===== config.mk =====
export PLATFORM = sky130hd
export DESIGN_NAME = uart_core
export DESIGN_NICKNAME = d
export VERILOG_FILES = /design/src/rtl/stream_pkg.sv /design/src/rtl/serial_pkg.sv /design/src/rtl/uart_core.sv /design/src/rtl/uart_tx.sv /design/src/rtl/uart_rx.sv /design/src/rtl/byte_fifo.sv
export VERILOG_INCLUDE_DIRS = /design/src /design/src/include
export SDC_FILE = /design/constraint.sdc
export NUM_CORES = 1
export LEC_CHECK = 0
export ABC_AREA = 1
export BUFFER_PORTS_ARGS = -buffer_cell sky130_fd_sc_hd__buf_4
export CAP_MARGIN = 20
export CORE_MARGIN = 3
export CORE_UTILIZATION = 61
export DETAILED_ROUTE_END_ITERATION = 7
export PLACE_DENSITY = 0.79
export RECOVER_POWER = 25
export SLEW_MARGIN = 15
export SYNTH_ARGS = -nofsm -noshare
export SYNTH_HDL_FRONTEND = slang
export SYNTH_SLANG_ARGS = --single-unit

===== constraint.sdc =====
create_clock -name clk -period 2.3 [get_ports clk]
set_input_delay 0 -clock clk [delete_from_list [all_inputs] [get_ports clk]]
set_output_delay 0 -clock clk [all_outputs]
set_load 0.1 [all_outputs]

===== src/include/uart_macros.svh =====
/*
 * Frame format and buffer sizing for the UART controller.
 * The clock runs at UART_OVERSAMPLE times the bit rate, so there is one
 * sample tick per clock and no baud divider. Include this header wherever
 * the frame shape or FIFO depth is needed.
 */
`ifndef UART_MACROS_SVH
`define UART_MACROS_SVH

// Clock cycles per bit period.
`define UART_OVERSAMPLE 8

// Data bits per frame, sent LSB first.
`define UART_DATA_BITS 8

// Stop bits sent by the transmitter; the receiver checks only one.
`define UART_STOP_BITS 1

// Log2 of the entries in each byte FIFO.
`define UART_FIFO_DEPTH_LOG2 2

`endif

===== src/rtl/stream_pkg.sv =====
/*
 * Types for the host stream side of the UART.
 * Each beat travels as a packed struct on a valid/ready stream and is
 * flattened to a bit vector only at the FIFO boundary.
 */
`include "uart_macros.svh"

package stream_pkg;

    // One received byte with its stop bit check.
    typedef struct packed {
        logic [`UART_DATA_BITS-1:0] data;
        logic                       frame_err;   // Stop bit sampled low.
    } rx_beat_t;

    // One byte to transmit.
    typedef struct packed {
        logic [`UART_DATA_BITS-1:0] data;
    } tx_beat_t;

endpackage


===== src/rtl/serial_pkg.sv =====
/*
 * Types for the serial line side of the UART.
 * Holds the receiver and transmitter state encodings. The literals carry an
 * RX_ or TX_ prefix so both enums can live in one scope.
 */
package serial_pkg;

    // Receiver FSM. Five states need three bits.
    typedef enum logic [2:0] {
        RX_IDLE      = 3'd0,
        RX_START     = 3'd1,   // Waiting for mid-bit of the start bit.
        RX_DATA      = 3'd2,
        RX_STOP      = 3'd3,
        RX_WAIT_IDLE = 3'd4    // Line stuck low after a bad stop bit.
    } rx_state_e;

    // Transmitter FSM.
    typedef enum logic [1:0] {
        TX_IDLE  = 2'd0,
        TX_START = 2'd1,
        TX_DATA  = 2'd2,
        TX_STOP  = 2'd3
    } tx_state_e;

endpackage


===== src/rtl/uart_core.sv =====
/*
 * UART controller top level. Connects the receiver and transmitter to the
 * serial pins and buffers each direction in a byte FIFO toward the host
 * streams. rx_overrun reports bytes lost while every receive buffer was full.
 */
`include "uart_macros.svh"

module uart_core import stream_pkg::*; (
    input  logic     clk,
    input  logic     resetn,
    input  logic     rxd,
    output logic     txd,
    output rx_beat_t rx_beat,
    output logic     rx_valid,
    input  logic     rx_ready,
    input  tx_beat_t tx_beat,
    input  logic     tx_valid,
    output logic     tx_ready,
    output logic     rx_overrun
);

    localparam int RX_W = $bits(rx_beat_t);
    localparam int TX_W = $bits(tx_beat_t);

    rx_beat_t        rx_word;
    logic            rx_word_valid;
    logic            rx_word_ready;
    logic [RX_W-1:0] rx_fifo_din;
    logic [RX_W-1:0] rx_fifo_dout;

    tx_beat_t        tx_word;
    logic            tx_word_valid;
    logic            tx_word_ready;
    logic [TX_W-1:0] tx_fifo_din;
    logic [TX_W-1:0] tx_fifo_dout;

    assign rx_fifo_din = RX_W'(rx_word);
    assign rx_beat     = rx_beat_t'(rx_fifo_dout);
    assign tx_fifo_din = TX_W'(tx_beat);
    assign tx_word     = tx_beat_t'(tx_fifo_dout);

    uart_rx u_rx (
        .clk     (clk),
        .resetn  (resetn),
        .rxd     (rxd),
        .beat    (rx_word),
        .valid   (rx_word_valid),
        .ready   (rx_word_ready),
        .overrun (rx_overrun)
    );

    byte_fifo #(.WIDTH(RX_W), .DEPTH_LOG2(`UART_FIFO_DEPTH_LOG2)) rx_fifo (
        .clk       (clk),
        .resetn    (resetn),
        .in_data   (rx_fifo_din),
        .in_valid  (rx_word_valid),
        .in_ready  (rx_word_ready),
        .out_data  (rx_fifo_dout),
        .out_valid (rx_valid),
        .out_ready (rx_ready)
    );

    byte_fifo #(.WIDTH(TX_W), .DEPTH_LOG2(`UART_FIFO_DEPTH_LOG2)) tx_fifo (
        .clk       (clk),
        .resetn    (resetn),
        .in_data   (tx_fifo_din),
        .in_valid  (tx_valid),
        .in_ready  (tx_ready),
        .out_data  (tx_fifo_dout),
        .out_valid (tx_word_valid),
        .out_ready (tx_word_ready)
    );

    uart_tx u_tx (
        .clk    (clk),
        .resetn (resetn),
        .beat   (tx_word),
        .valid  (tx_word_valid),
        .ready  (tx_word_ready),
        .txd    (txd)
    );

endmodule


===== src/rtl/uart_tx.sv =====
/*
 * UART transmitter. Takes one beat from its valid/ready input while idle and
 * sends it as a start bit, the data bits LSB first and UART_STOP_BITS stop
 * bits. txd is registered and idles high.
 */
`include "uart_macros.svh"

module uart_tx import serial_pkg::*, stream_pkg::*; (
    input  logic     clk,
    input  logic     resetn,
    input  tx_beat_t beat,
    input  logic     valid,
    output logic     ready,
    output logic     txd
);

    localparam int TW = $clog2(`UART_OVERSAMPLE);
    localparam int DW = `UART_DATA_BITS;
    localparam int CW = $clog2(DW);
    localparam logic [TW-1:0] LAST = TW'(`UART_OVERSAMPLE - 1);
    localparam logic [CW-1:0] LAST_BIT = CW'(DW - 1);
    localparam logic [CW-1:0] LAST_STOP = CW'(`UART_STOP_BITS - 1);

    tx_state_e     state;
    logic [TW-1:0] timer;
    logic [CW-1:0] count;   // Data bit index, then stop bit index.
    logic [DW-1:0] shreg;
    logic          bit_end;

    assign ready   = (state == TX_IDLE);
    assign bit_end = (timer == LAST);

    always_ff @(posedge clk) begin
        if (!resetn) begin
            state <= TX_IDLE;
            timer <= '0;
            count <= '0;
            txd   <= 1'b1;
        end else begin
            timer <= timer + 1'b1;
            unique case (state)
                TX_IDLE: begin
                    timer <= '0;
                    if (valid) begin
                        state <= TX_START;
                        txd   <= 1'b0;
                    end
                end
                TX_START: begin
                    if (bit_end) begin
                        state <= TX_DATA;
                        count <= '0;
                        txd   <= shreg[0];
                    end
                end
                TX_DATA: begin
                    if (bit_end) begin
                        if (count == LAST_BIT) begin
                            state <= TX_STOP;
                            count <= '0;
                            txd   <= 1'b1;
                        end else begin
                            count <= count + 1'b1;
                            txd   <= shreg[1];   // Next bit before the shift lands.
                        end
                    end
                end
                TX_STOP: begin
                    if (bit_end) begin
                        if (count == LAST_STOP)
                            state <= TX_IDLE;
                        else
                            count <= count + 1'b1;
                    end
                end
            endcase
        end
    end

    always_ff @(posedge clk) begin
        if (valid && ready)
            shreg <= beat.data;
        else if (state == TX_DATA && bit_end)
            shreg <= {1'b1, shreg[DW-1:1]};
    end

endmodule


===== src/rtl/uart_rx.sv =====
/*
 * UART receiver. Finds the start bit, confirms it at mid-bit, samples the
 * data bits LSB first and checks one stop bit. The finished byte is held in
 * an output register until the valid/ready handshake; a byte that completes
 * while that register is still full is dropped and sets the sticky overrun
 * flag. rxd is expected to be synchronous to clk already.
 */
`include "uart_macros.svh"

module uart_rx import serial_pkg::*, stream_pkg::*; (
    input  logic     clk,
    input  logic     resetn,
    input  logic     rxd,
    output rx_beat_t beat,
    output logic     valid,
    input  logic     ready,
    output logic     overrun
);

    localparam int TW = $clog2(`UART_OVERSAMPLE);
    localparam int DW = `UART_DATA_BITS;
    localparam int CW = $clog2(DW);
    localparam logic [TW-1:0] HALF = TW'(`UART_OVERSAMPLE / 2 - 1);
    localparam logic [TW-1:0] LAST = TW'(`UART_OVERSAMPLE - 1);
    localparam logic [CW-1:0] LAST_BIT = CW'(DW - 1);

    rx_state_e     state;
    logic [TW-1:0] timer;
    logic [CW-1:0] bit_cnt;
    logic [DW-1:0] shreg;
    logic          stop_bit;
    logic          done;
    logic          free;
    logic          sample;

    assign sample = (timer == LAST);
    assign free   = !valid || ready;   // Output register empties this cycle.

    always_ff @(posedge clk) begin
        if (!resetn) begin
            state   <= RX_IDLE;
            timer   <= '0;
            bit_cnt <= '0;
            done    <= 1'b0;
        end else begin
            done  <= 1'b0;
            timer <= timer + 1'b1;
            unique case (state)
                RX_IDLE: begin
                    timer <= '0;
                    if (!rxd)
                        state <= RX_START;
                end
                RX_START: begin
                    if (timer == HALF) begin
                        timer   <= '0;
                        bit_cnt <= '0;
                        state   <= rxd ? RX_IDLE : RX_DATA;   // High here is a glitch.
                    end
                end
                RX_DATA: begin
                    if (sample) begin
                        bit_cnt <= bit_cnt + 1'b1;
                        if (bit_cnt == LAST_BIT)
                            state <= RX_STOP;
                    end
                end
                RX_STOP: begin
                    if (sample) begin
                        done  <= 1'b1;
                        state <= rxd ? RX_IDLE : RX_WAIT_IDLE;
                    end
                end
                RX_WAIT_IDLE: begin
                    if (rxd)
                        state <= RX_IDLE;
                end
                default: state <= RX_IDLE;
            endcase
        end
    end

    always_ff @(posedge clk) begin
        if (state == RX_DATA && sample)
            shreg <= {rxd, shreg[DW-1:1]};   // LSB arrives first.
        if (state == RX_STOP && sample)
            stop_bit <= rxd;
        if (done && free) begin
            beat.data      <= shreg;
            beat.frame_err <= !stop_bit;
        end
    end

    always_ff @(posedge clk) begin
        if (!resetn) begin
            valid   <= 1'b0;
            overrun <= 1'b0;
        end else begin
            if (valid && ready)
                valid <= 1'b0;
            if (done) begin
                if (free)
                    valid <= 1'b1;
                else
                    overrun <= 1'b1;   // Sticky until reset.
            end
        end
    end

endmodule


===== src/rtl/byte_fifo.sv =====
/*
 * Synchronous show-ahead FIFO with valid/ready on both sides.
 * The head entry is visible on out_data whenever out_valid is high. A push
 * and a pop may share a clock. in_ready depends only on the fill level.
 */
module byte_fifo #(
    parameter int WIDTH      = 8,
    parameter int DEPTH_LOG2 = 2
) (
    input  logic             clk,
    input  logic             resetn,
    input  logic [WIDTH-1:0] in_data,
    input  logic             in_valid,
    output logic             in_ready,
    output logic [WIDTH-1:0] out_data,
    output logic             out_valid,
    input  logic             out_ready
);

    localparam int DEPTH = 1 << DEPTH_LOG2;
    localparam logic [DEPTH_LOG2:0] FULL = {1'b1, {DEPTH_LOG2{1'b0}}};

    logic [WIDTH-1:0]      mem [DEPTH];
    logic [DEPTH_LOG2-1:0] wr_ptr;
    logic [DEPTH_LOG2-1:0] rd_ptr;
    logic [DEPTH_LOG2:0]   count;
    logic                  push;
    logic                  pop;

    assign in_ready  = (count != FULL);
    assign out_valid = (count != '0);
    assign out_data  = mem[rd_ptr];
    assign push      = in_valid && in_ready;
    assign pop       = out_valid && out_ready;

    always_ff @(posedge clk) begin
        if (push)
            mem[wr_ptr] <= in_data;
    end

    always_ff @(posedge clk) begin
        if (!resetn) begin
            wr_ptr <= '0;
            rd_ptr <= '0;
            count  <= '0;
        end else begin
            if (push)
                wr_ptr <= wr_ptr + 1'b1;   // Wraps at DEPTH.
            if (pop)
                rd_ptr <= rd_ptr + 1'b1;
            unique case ({push, pop})
                2'b10:   count <= count + 1'b1;
                2'b01:   count <= count - 1'b1;
                default: count <= count;
            endcase
        end
    end

endmodule


## Word level (Yosys, flattened, before mapping)

Memories as Yosys holds them, arrays and structs flattened. A register that Yosys moved wholly into a read port is not among the register bits.
Index checks and enable logic that the tools add are counted.

- Output and inout port bits: 13
- Input port bits: 13
- Register bits: 61
- Bits in read-only memories: 0
- Memories kept: 2
- Word-level logic and storage cells: 146
- Bits in writable memories: 68
- Latch bits: 0

- Muxes and demuxes: 48
- $lt $le $gt $ge: 0
- Div/mod/pow operators: 0
- Shift operators: 0
- Equal/unequal tests: 31
- Reduce and logical (&&, ||, !) cells: 30
- Add/sub/neg operators: 12
- Multiply operators: 0
- Bitwise logic cells: 2

Memories:

| name | depth | bits a word | read ports | clocked after memory_dff | write ports | line | text |
|---|---|---|---|---|---|---|---|
| rx_fifo.mem | 4 | 9 | 1 | 1 | 1 | byte_fifo.sv:23 | `logic [WIDTH-1:0] mem [DEPTH];` |
| tx_fifo.mem | 4 | 8 | 1 | 1 | 1 | byte_fifo.sv:23 |  |

Operator list:

| operator | count |
|---|---|
| $mux W3 | 15 |
| $pmux W3 S2 | 4 |
| $mux W2 | 11 |
| $ne A2 B1 Y1 const B | 10 |
| $add A3 B1 Y3 const B | 6 |
| $mux W8 | 2 |
| $eq A3 B3 Y1 const B | 5 |
| $pmux W3 S5 | 1 |
| $mux W1 | 12 |
| $reduce_and A6 Y1 | 2 |
| $reduce_bool A3 Y1 | 4 |
| $eq A3 B2 Y1 const B | 3 |
| $pmux W3 S3 | 1 |
| $add A2 B1 Y2 const B | 4 |
| $eq A2 B2 Y1 const B | 4 |
| $logic_and A1 B1 Y1 | 8 |
| $pmux W2 S4 | 1 |
| $reduce_bool A2 Y1 | 4 |
| $eq A2 B1 Y1 const B | 3 |
| $logic_not A3 Y1 | 2 |
| $ne A2 B2 Y1 const B | 3 |
| $ne A3 B3 Y1 const B | 2 |
| $sub A3 B1 Y3 const B | 2 |
| $reduce_and A5 Y1 | 1 |
| other kinds (10) | 13 |

## Longest topological paths before layout

Gate-level depths: netlist (run 1).

- Depth after elaboration: 5
- Depth in mapped cells: 12
- Mapped depth without buffers: 11

## Modules after synthesis

A second synthesis (run 1) with hierarchy kept.

- Cell total of the unflattened synthesis: 554
- Area, all modules: 5,808.1 µm²

Modules (own cells, without submodules):

| module | times used | area an instance (µm²) | cells an instance | seq. area each (µm²) |
|---|---|---|---|---|
| byte_fifo at rx_fifo | 1 | 1,841.8 | 154 | 1,261.2 |
| byte_fifo at tx_fifo | 1 | 1,692.9 | 144 | 1,141.1 |
| uart_rx | 1 | 1,252.5 | 120 | 780.7 |
| uart_tx | 1 | 1,021.0 | 136 | 420.4 |

## Worst setup path after synthesis (run 1)

Ideal clock, no wire load.

- Path kind: register -> register
- Start point: register tx_fifo.count[0]
- End point: register tx_fifo.count[2]
- Period minus slack after synthesis: 2.930 ns
- Arrival: 2.808 ns
- Library setup time: 0.122 ns
- Stages on the path, launching flop included: 11
- Data required time: 2.178 ns
- Buffers on the path: 0
- Slack: -0.630 ns
- Cell sequence: dfxtp_1 > inv_1 > nand3_1 > nand2_1 > ha_1 > inv_1 > fa_1 > a21oi_1 > o21ai_0 > o21ai_0 > a21oi_1

- Cells in the longest elaborated chain, start to end: 4
- Elaborated cells on any way between the ends: 10
- Classes of those cells: add/sub: 2; eq/ne: 3; mux: 1; reduce/logical: 4

RTL lines:

| what | line | text |
|---|---|---|
| from (decl) | byte_fifo.sv:26 | `logic [DEPTH_LOG2:0] count;` |
| from (signal assigned) | byte_fifo.sv:52 | `2'b10: count <= count + 1'b1;` |
| from (signal assigned) | byte_fifo.sv:53 | `2'b01: count <= count - 1'b1;` |
| from (signal assigned) | byte_fifo.sv:54 | `default: count <= count;` |
| $ne A3 B3 Y1 * | byte_fifo.sv:30 | `assign in_ready = (count != FULL);` |
| via tx_ready | uart_core.sv:18 | `output logic tx_ready,` |
| $logic_and A1 B1 Y1 * | byte_fifo.sv:33 | `assign push = in_valid && in_ready;` |
| $eq A2 B1 Y1 or $eq A2 B2 Y1 (tied branches) | byte_fifo.sv:51 | `unique case ({push, pop})` |
| $pmux W3 S2 or $reduce_bool A2 Y1 (tied branches) | -- |  |

The timed path passes the listed nets; every way through them passes the cells marked *.
A chain may end at the register's enable or synchronous reset.

## Final worst setup path (run 1)

- Start point: register u_tx.state[1]
- End point: register tx_fifo.count[2]

- Cells in the longest elaborated chain, start to end: 4
- Elaborated cells on any way between the ends: 6
- Classes of those cells: eq/ne: 2; mux: 1; reduce/logical: 3

RTL lines:

| what | line | text |
|---|---|---|
| from (decl) | uart_tx.sv:24 | `tx_state_e state;` |
| from (signal assigned) | uart_tx.sv:35 | `state <= TX_IDLE;` |
| from (signal assigned) | uart_tx.sv:45 | `state <= TX_START;` |
| from (signal assigned) | uart_tx.sv:51 | `state <= TX_DATA;` |
| $logic_not A2 Y1 * | uart_tx.sv:30 | `assign ready = (state == TX_IDLE);` |
| $logic_and A1 B1 Y1 * | byte_fifo.sv:34 | `assign pop = out_valid && out_ready;` |
| $eq A2 B1 Y1 or $eq A2 B2 Y1 (tied branches) | byte_fifo.sv:51 |  |
| $pmux W3 S2 or $reduce_bool A2 Y1 (tied branches) | -- |  |

Mark *: on every way between the ends. The rest lies on a longest branch, timed or not.

==> results.sh, run 1 <==
export IMPL_via_count=3778
export IMPL_fin_crit_ps=2260
export IMPL_r2r_start="u_tx.state[1]$_SDFFE_PN0P_"
export IMPL_fmax_mhz=443
export IMPL_internal_power_uw=5370
export IMPL_synth_area_um2=5520
export IMPL_powerDensity_nw_per_um2=1230
export IMPL_antennaDiodeCount=0
export IMPL_hold_ws_ps=291
export IMPL_switchingPower_uw=2760
export IMPL_path_clk_slew_ps=60
export IMPL_drive_gt1_share_pct=14.0
export IMPL_hp_class="in -> reg"
export IMPL_grt_max_degree=23
export IMPL_core_area_um2=8760
export IMPL_holdPathStages=2
export IMPL_finalSetupViolCount=0
export IMPL_outcome="finished, final reports clean"
export IMPL_muxShareOfSynthArea_pct=0
export IMPL_crit_start="u_tx.state[1]$_SDFFE_PN0P_"
export IMPL_cp_max_fo=4
export IMPL_die_area_um2=10200
export IMPL_worstPathRequired_ps=2700
export IMPL_fin_skew_ps=11.8
export IMPL_finalHoldViolCount=0
export IMPL_cts_max_level=4
export IMPL_slew_viol_final=0
export IMPL_drt_initial_drc_count=253
export IMPL_crit_path_end="tx_fifo.count[2]$_SDFFE_PN0P_"
export IMPL_maxCapViolations=0
export IMPL_n_fill_cell=572
export IMPL_grt_antenna_before_repair=0
export IMPL_crit_type="reg -> reg"
export IMPL_seqCellArea_um2=3600
export IMPL_ys_warn_count=0
export IMPL_cts_made_buffers=17
export IMPL_rsz0062_at_grt="no"
export IMPL_synth_area_leader_cell="edfxtp_1"
export IMPL_final_nets=600
export IMPL_seq_power_share_pct=39.0
export IMPL_num_rows=34
export IMPL_power_uw=8120
export IMPL_yosysSeqAreaShare_pct=65.3
export IMPL_ys_ff_latch=133
export IMPL_synth_xor_area_share_pct=0
export IMPL_drc=0
export IMPL_tns_ps=0
export IMPL_cts_buffer_depth=2
export IMPL_cp_start_kind="flop"
export IMPL_pin_count=26
export IMPL_hpwl_um=6430
export IMPL_p_comb_share_pct=26.6
export IMPL_fin_crit_sh_pct=98.2
export IMPL_power_frac_clock_pct=34.4
export IMPL_slew_headroom_pct=54.5
export IMPL_ant_nets=0
export IMPL_reg2reg_slack_ps=40
export IMPL_syn_to_final_growth_pct=19.5
export IMPL_first_global_vias=3756
export IMPL_yosys_area_share_simple_pct=12.6
export IMPL_switching_share_pct=33.9
export IMPL_place_congestion=0.789
export IMPL_synth_cells=504
export IMPL_track_usage_pct=22.6
export IMPL_worst_pin_slew_ps=682
export IMPL_grt_first_pass_wirelength_um=17500
export IMPL_clockRootBuffer="clkbuf_8"
export IMPL_start_util_pct=63.0
export IMPL_p_leak_uw=0.00255
export IMPL_synth_compound_area_share_pct=10.1
export IMPL_yosys_cell_types_count=33
export IMPL_dieWidth_um=101
export IMPL_end_kind="flop"
export IMPL_synth_adder_area_share_pct=6.62
export IMPL_avgSynthCellArea_um2=11.0
export IMPL_synth_top_family_by_area="simple AND/OR/NAND/NOR gates"
export IMPL_firstDrtPassIters=4
export IMPL_gr_total_overflow=0
export IMPL_routed_wl_um=10900
export IMPL_r2r_end="tx_fifo.count[2]$_SDFFE_PN0P_"
export IMPL_cts_tree="yes"
export IMPL_placed_cell_area_um2=5890
export IMPL_cts_sinks=133
export IMPL_r2r_cells=11
export IMPL_dieHeight_um=101
export IMPL_synthTopCellsByArea="edfxtp_1, dfxtp_1, nor2_1, ha_1, o21ai_0"
export IMPL_peakVddDrop_mv=0.688
export IMPL_multi_input_area_um2=1650
export IMPL_synth_top_area_share_pct=51.1
export IMPL_via_per_inst=5.56
export IMPL_synth_nets=545
export IMPL_post_drt_wl_per_cell_um=16.0
export IMPL_port_buffers=25
export IMPL_clk_insertion_delay_late_ps=520
export IMPL_critPathArrivalTime_ps=2660
export IMPL_final_area_um2=6600
## Yosys cell counts (all sizes together)
cell,count
nor2,96
edfxtp,94
inv,62
o21ai,57
nand2,47
dfxtp,39
ha,26
a21oi,23
nand3,10
buf,9
o22ai,9
a31oi,7
nand4,5
or2,4
clkbuf,3
fa,2
nand3b,2
nor3,2
o211ai,2
o21a,2
and2,1
and3,1
o31ai,1
## layer usage
metal	part of all wire (%)	track usage [%]
met4	1.5	9.92
met2	52	38.9
met5	0	0
met1	41	27.5
met3	5.2	5.03
## how the worst min path moves through the flow
stage / startpoint / endpoint / slack (ps)
after detailed placement: tx_beat[4] / tx_fifo.mem[2][4]$_DFFE_PP_ / 200
after global placement: tx_beat[6] / tx_fifo.mem[0][6]$_DFFE_PP_ / 200
after global routing: tx_beat[5] / tx_fifo.mem[3][5]$_DFFE_PP_ / 310
final: tx_beat[4] / tx_fifo.mem[0][4]$_DFFE_PP_ / 290
after CTS: tx_beat[4] / tx_fifo.mem[1][4]$_DFFE_PP_ / 220
after floorplan: tx_beat[0] / tx_fifo.mem[0][0]$_DFFE_PP_ / 100
## power groups by stage
stage | Combinational (µW) | Clock (µW) | Sequential [µW]
final | 2160 | 2790 | 3170
after global routing | 2410 | 2910 | 3200
after CTS | 2130 | 2820 | 3160
after detailed placement | 2060 | 0 | 3200
after global placement | 1980 | 0 | 3180
after floorplan | 1630 | 0 | 3160
## placed cells by master (no fill, tap or decap), drive strengths merged, types with 4 or more instances in the layout
master,Yosys,routed
a21oi,23,23
a31oi,7,7
buf,9,27
bufinv,0,4
clkbuf,3,27
clkinv,0,5
dfxtp,39,39
dlygate4sd3,0,12
edfxtp,94,94
ha,26,26
inv,62,65
nand2,47,47
nand3,10,10
nand4,5,5
nor2,96,96
o21ai,57,57
o22ai,9,9
or2,4,4
## repair_timing
action / 4_1_cts / 5_1_grt
gates resized for setup: 0 / 6
setup buffers: 0 / 0
endpoints found under the hold margin: 61 / 0
hold buffers: 12 / 0
setup endpoints to repair: 0 / 2
## sequential cells by signal, summed over array words and instances, names as in the netlist, 8 cells and up, named ones only
signal / flops
u_tx.shreg: 8
tx_fifo.mem: 32
u_rx.beat: 9
rx_fifo.mem: 36
u_rx.shreg: 8
## metrics by stage
| step | util, % | instances | setup WS [ps] |
|---|---|---|---|
| after global placement | 67.2 | 636 | 319 |
| final | 75.3 | 680 | 41.8 |
| after floorplan | - | 504 | 23.7 |
| after CTS | 75.6 | 680 | 55.5 |
| after detailed placement | 67.2 | 636 | 115 |
| after global routing | 75.3 | 680 | 5.93 |
## cells by family (layout without fill, tap and decap cells)
kind of cell | count (synthesis) | after routing
simple gates | 168 | 168
compound gates | 101 | 101
buf+inv | 74 | 142
flops | 133 | 133
fa+ha+maj | 28 | 28
## worst max-delay path, cell delays in order, from the launching register on
cell     delay [ps]
dfxtp_1         340
inv_1           100
ha_2            210
nand2_1         120
inv_2            90
ha_1            180
inv_1           100
fa_1            450
a21oi_1         170
o21ai_0         150
o21ai_1         170
a21oi_1          50
## cell type report
type / count / area share, %
clock inverters: 14 / 3.05
clock buffers: 18 / 6.33
well taps: 108 / 2.05
multi-input cells: 297 / 25.0
repair buffers: 48 / 5.40
flip-flops and latches: 133 / 54.6
inverters: 62 / 3.53
Note: power is estimated with default switching activity, not from simulation.
==> inputs of run 2 (changes only) <==
- GPL_TIMING_DRIVEN: default -> 0
==> run 2 against run 1 <==
- via count increased by 0.19%
- highest routed layer unchanged
- wire length up 0.39%
- largest power group unchanged
- cell area shrank 0.21%
- critical endpoint is now rx_beat[3]
- setup slack better by 120 ps
- largest cell class unchanged
- clock-buffer cell count decreased by 1
==> results.sh, run 2 (synthesized netlist as in run 1, its figures left out) <==
export IMPL_peakVddDrop_mv=0.720
export IMPL_switching_share_pct=34.4
export IMPL_grt_first_pass_wirelength_um=17700
export IMPL_drive_gt1_share_pct=13.6
export IMPL_critPathArrivalTime_ps=2140
export IMPL_fin_crit_sh_pct=93.1
export IMPL_die_area_um2=10200
export IMPL_fin_skew_ps=7.16
export IMPL_via_count=3785
export IMPL_critPathTopFamily="buffers and inverters"
export IMPL_pin_count=26
export IMPL_finalHoldViolCount=0
export IMPL_fmax_mhz=467
export IMPL_post_drt_wl_per_cell_um=16.0
export IMPL_cp_common_cell="buf_2"
export IMPL_num_rows=34
export IMPL_ant_nets=0
export IMPL_cp_max_fo=10
export IMPL_cts_buffer_depth=2
export IMPL_dieWidth_um=101
export IMPL_core_area_um2=8760
export IMPL_maxCapViolations=0
export IMPL_seq_power_share_pct=38.8
export IMPL_final_nets=604
export IMPL_r2r_end="rx_fifo.count[2]$_SDFFE_PN0P_"
export IMPL_slew_viol_final=0
export IMPL_critPathBufInv=4
export IMPL_largest_register="rx_fifo.mem"
export IMPL_cts_max_level=4
export IMPL_seqCellArea_um2=3600
export IMPL_r2r_start="rx_fifo.count[0]$_SDFFE_PN0P_"
export IMPL_firstDrtPassIters=4
export IMPL_powerDensity_nw_per_um2=1220
export IMPL_grt_busiest_layer="met2"
export IMPL_cts_made_buffers=17
export IMPL_place_congestion=0.846
export IMPL_use_met1_pct=28.9
export IMPL_drc=0
export IMPL_worstPathRequired_ps=2300
export IMPL_cp_start_kind="flop"
export IMPL_via_per_inst=5.54
export IMPL_r2r_cells=11
export IMPL_worst_pin_slew_ps=925
export IMPL_finalSetupViolCount=0
export IMPL_slew_headroom_pct=38.1
export IMPL_clockRootBuffer="clkbuf_8"
export IMPL_final_util_pct=75.1
export IMPL_port_buffers=25
export IMPL_power_uw=8020
export IMPL_antennaDiodeCount=0
export IMPL_grt_max_degree=18
export IMPL_dieHeight_um=101
export IMPL_path_clk_slew_ps=60
export IMPL_slowest_delay_ps=330
export IMPL_rsz0062_at_grt="no"
export IMPL_cts_tree="yes"
export IMPL_hold_path_end="tx_fifo.mem[2][5]$_DFFE_PP_"
export IMPL_start_util_pct=63.0
export IMPL_switchingPower_uw=2760
export IMPL_routed_wl_um=10900
export IMPL_path_cells="buf_2 -> inv_1 -> buf_2 -> nor2_1 -> o22ai_1 -> buf_4"
export IMPL_fin_crit_ps=2140
export IMPL_largest_reg_flops=36
export IMPL_cpMaxStageDelayCell="buf_4"
export IMPL_power_frac_clock_pct=33.6
export IMPL_final_cell_mix="nor2_1, edfxtp_1, inv_1, o21ai_0, nand2_1"
export IMPL_cts_sinks=133
export IMPL_clk_insertion_delay_late_ps=520
export IMPL_end_kind="output pin"
export IMPL_internal_power_uw=5260
export IMPL_gr_total_overflow=0
export IMPL_hp_class="in -> reg"
export IMPL_hp_start="tx_beat[5]"
export IMPL_met2_usage_pct=37.5
export IMPL_track_usage_pct=22.7
export IMPL_outcome="finished, final reports clean"
export IMPL_n_fill_cell=556
export IMPL_drt_initial_drc_count=187
export IMPL_reg2reg_slack_ps=190
export IMPL_reg_largest_list="rx_fifo.mem (36), tx_fifo.mem (32), u_rx.beat (9)"
export IMPL_multi_input_area_um2=1650
export IMPL_crit_type="reg -> out"
export IMPL_p_leak_uw=0.00253
export IMPL_p_comb_share_pct=27.6
export IMPL_hpwl_um=6810
export IMPL_grtUsageMet3_pct=5.51
export IMPL_first_global_vias=3698
export IMPL_syn_to_final_growth_pct=19.3
export IMPL_grt_antenna_before_repair=0
export IMPL_holdPathStages=2
==> run 2: cell types whose count changed in the layout (fill, tap and decap cells not counted), moves of 2 or more <==
cell	previous run	this run
clkinvlp_4	2	5
buf_4	27	19
inv_2	7	4
buf_2	0	7
inv_1	55	57
==> run 2: metrics by stage <==
| step | TNS (ps) | setup WS, ps | cell area [µm²] | hold slack (ps) | std cells |
|---|---|---|---|---|---|
| floorplan | 0 | 23.7 | 5550 | 98.9 | 504 |
| global placement | -7.82 | -7.82 | 5870 | 204 | 637 |
| detailed placement | -101 | -101 | 5870 | 204 | 637 |
| CTS | 0 | 36.6 | 6590 | 214 | 680 |
| global route | 0 | 7.46 | 6590 | 321 | 683 |
| finish | 0 | 159 | 6590 | 309 | 683 |
==> run 2: worst register-to-register path: stages (launching register included) <==
cell	delay [ps]
dfxtp_1	430
inv_2	100
nand3_4	80
and2_1	160
buf_6	120
ha_1	130
inv_1	70
fa_1	430
a21oi_1	140
o21ai_0	120
o21ai_0	180
a21oi_1	50
==> run 2: worst max path at each step <==
stage	startpoint	endpoint	cells past startpoint
after floorplan	flop	rx_beat[0]	4
after global placement	u_tx.state[0]$_SDFFE_PN0P_	tx_fifo.count[2]$_SDFFE_PN0P_	12
after detailed placement	u_tx.state[0]$_SDFFE_PN0P_	tx_fifo.count[2]$_SDFFE_PN0P_	12
after CTS	u_tx.state[0]$_SDFFE_PN0P_	tx_fifo.count[2]$_SDFFE_PN0P_	11
after global routing	u_tx.state[1]$_SDFFE_PN0P_	tx_fifo.count[2]$_SDFFE_PN0P_	11
final	flop	rx_beat[3]	6
==> run 2: area by class of cell <==
class	count	area share (%)
Sequential cell	133	54.7
Clock buffer	17	6.29
Tap cell	108	2.05
Clock inverter	14	2.74
Buffer	11	0.893
Timing Repair Buffer	41	4.66
Inverter	62	3.61
Multi-Input combinational cell	297	25.0
==> run 2: timing repair <==
| action | CTS | global route |
|---|---|---|
| setup endpoints to repair | 1 | 4 |
| setup buffers | 0 | 3 |
| hold endpoints to repair | 51 | 0 |
| pin swaps | 0 | 1 |
| gates resized for setup | 1 | 6 |
| hold buffers | 13 | 0 |
==> run 2: power by group through the flow <==
stage          Combinational (µW)  Clock, µW  Sequential (µW)
2_1_floorplan                1630          0             3160
3_3_place_gp                 2080          0             3130
3_5_place_dp                 2160          0             3150
4_1_cts                      2190       2710             3110
5_1_grt                      2500       2820             3140
6_report                     2220       2700             3110
==> run 2: layer usage <==
metal / vias up / share of wire, %
met5: - / 0
met4: 0 / 1.9
met3: 22 / 5.5
met2: 126 / 51
met1: 1800 / 42
li1: 1837 / -
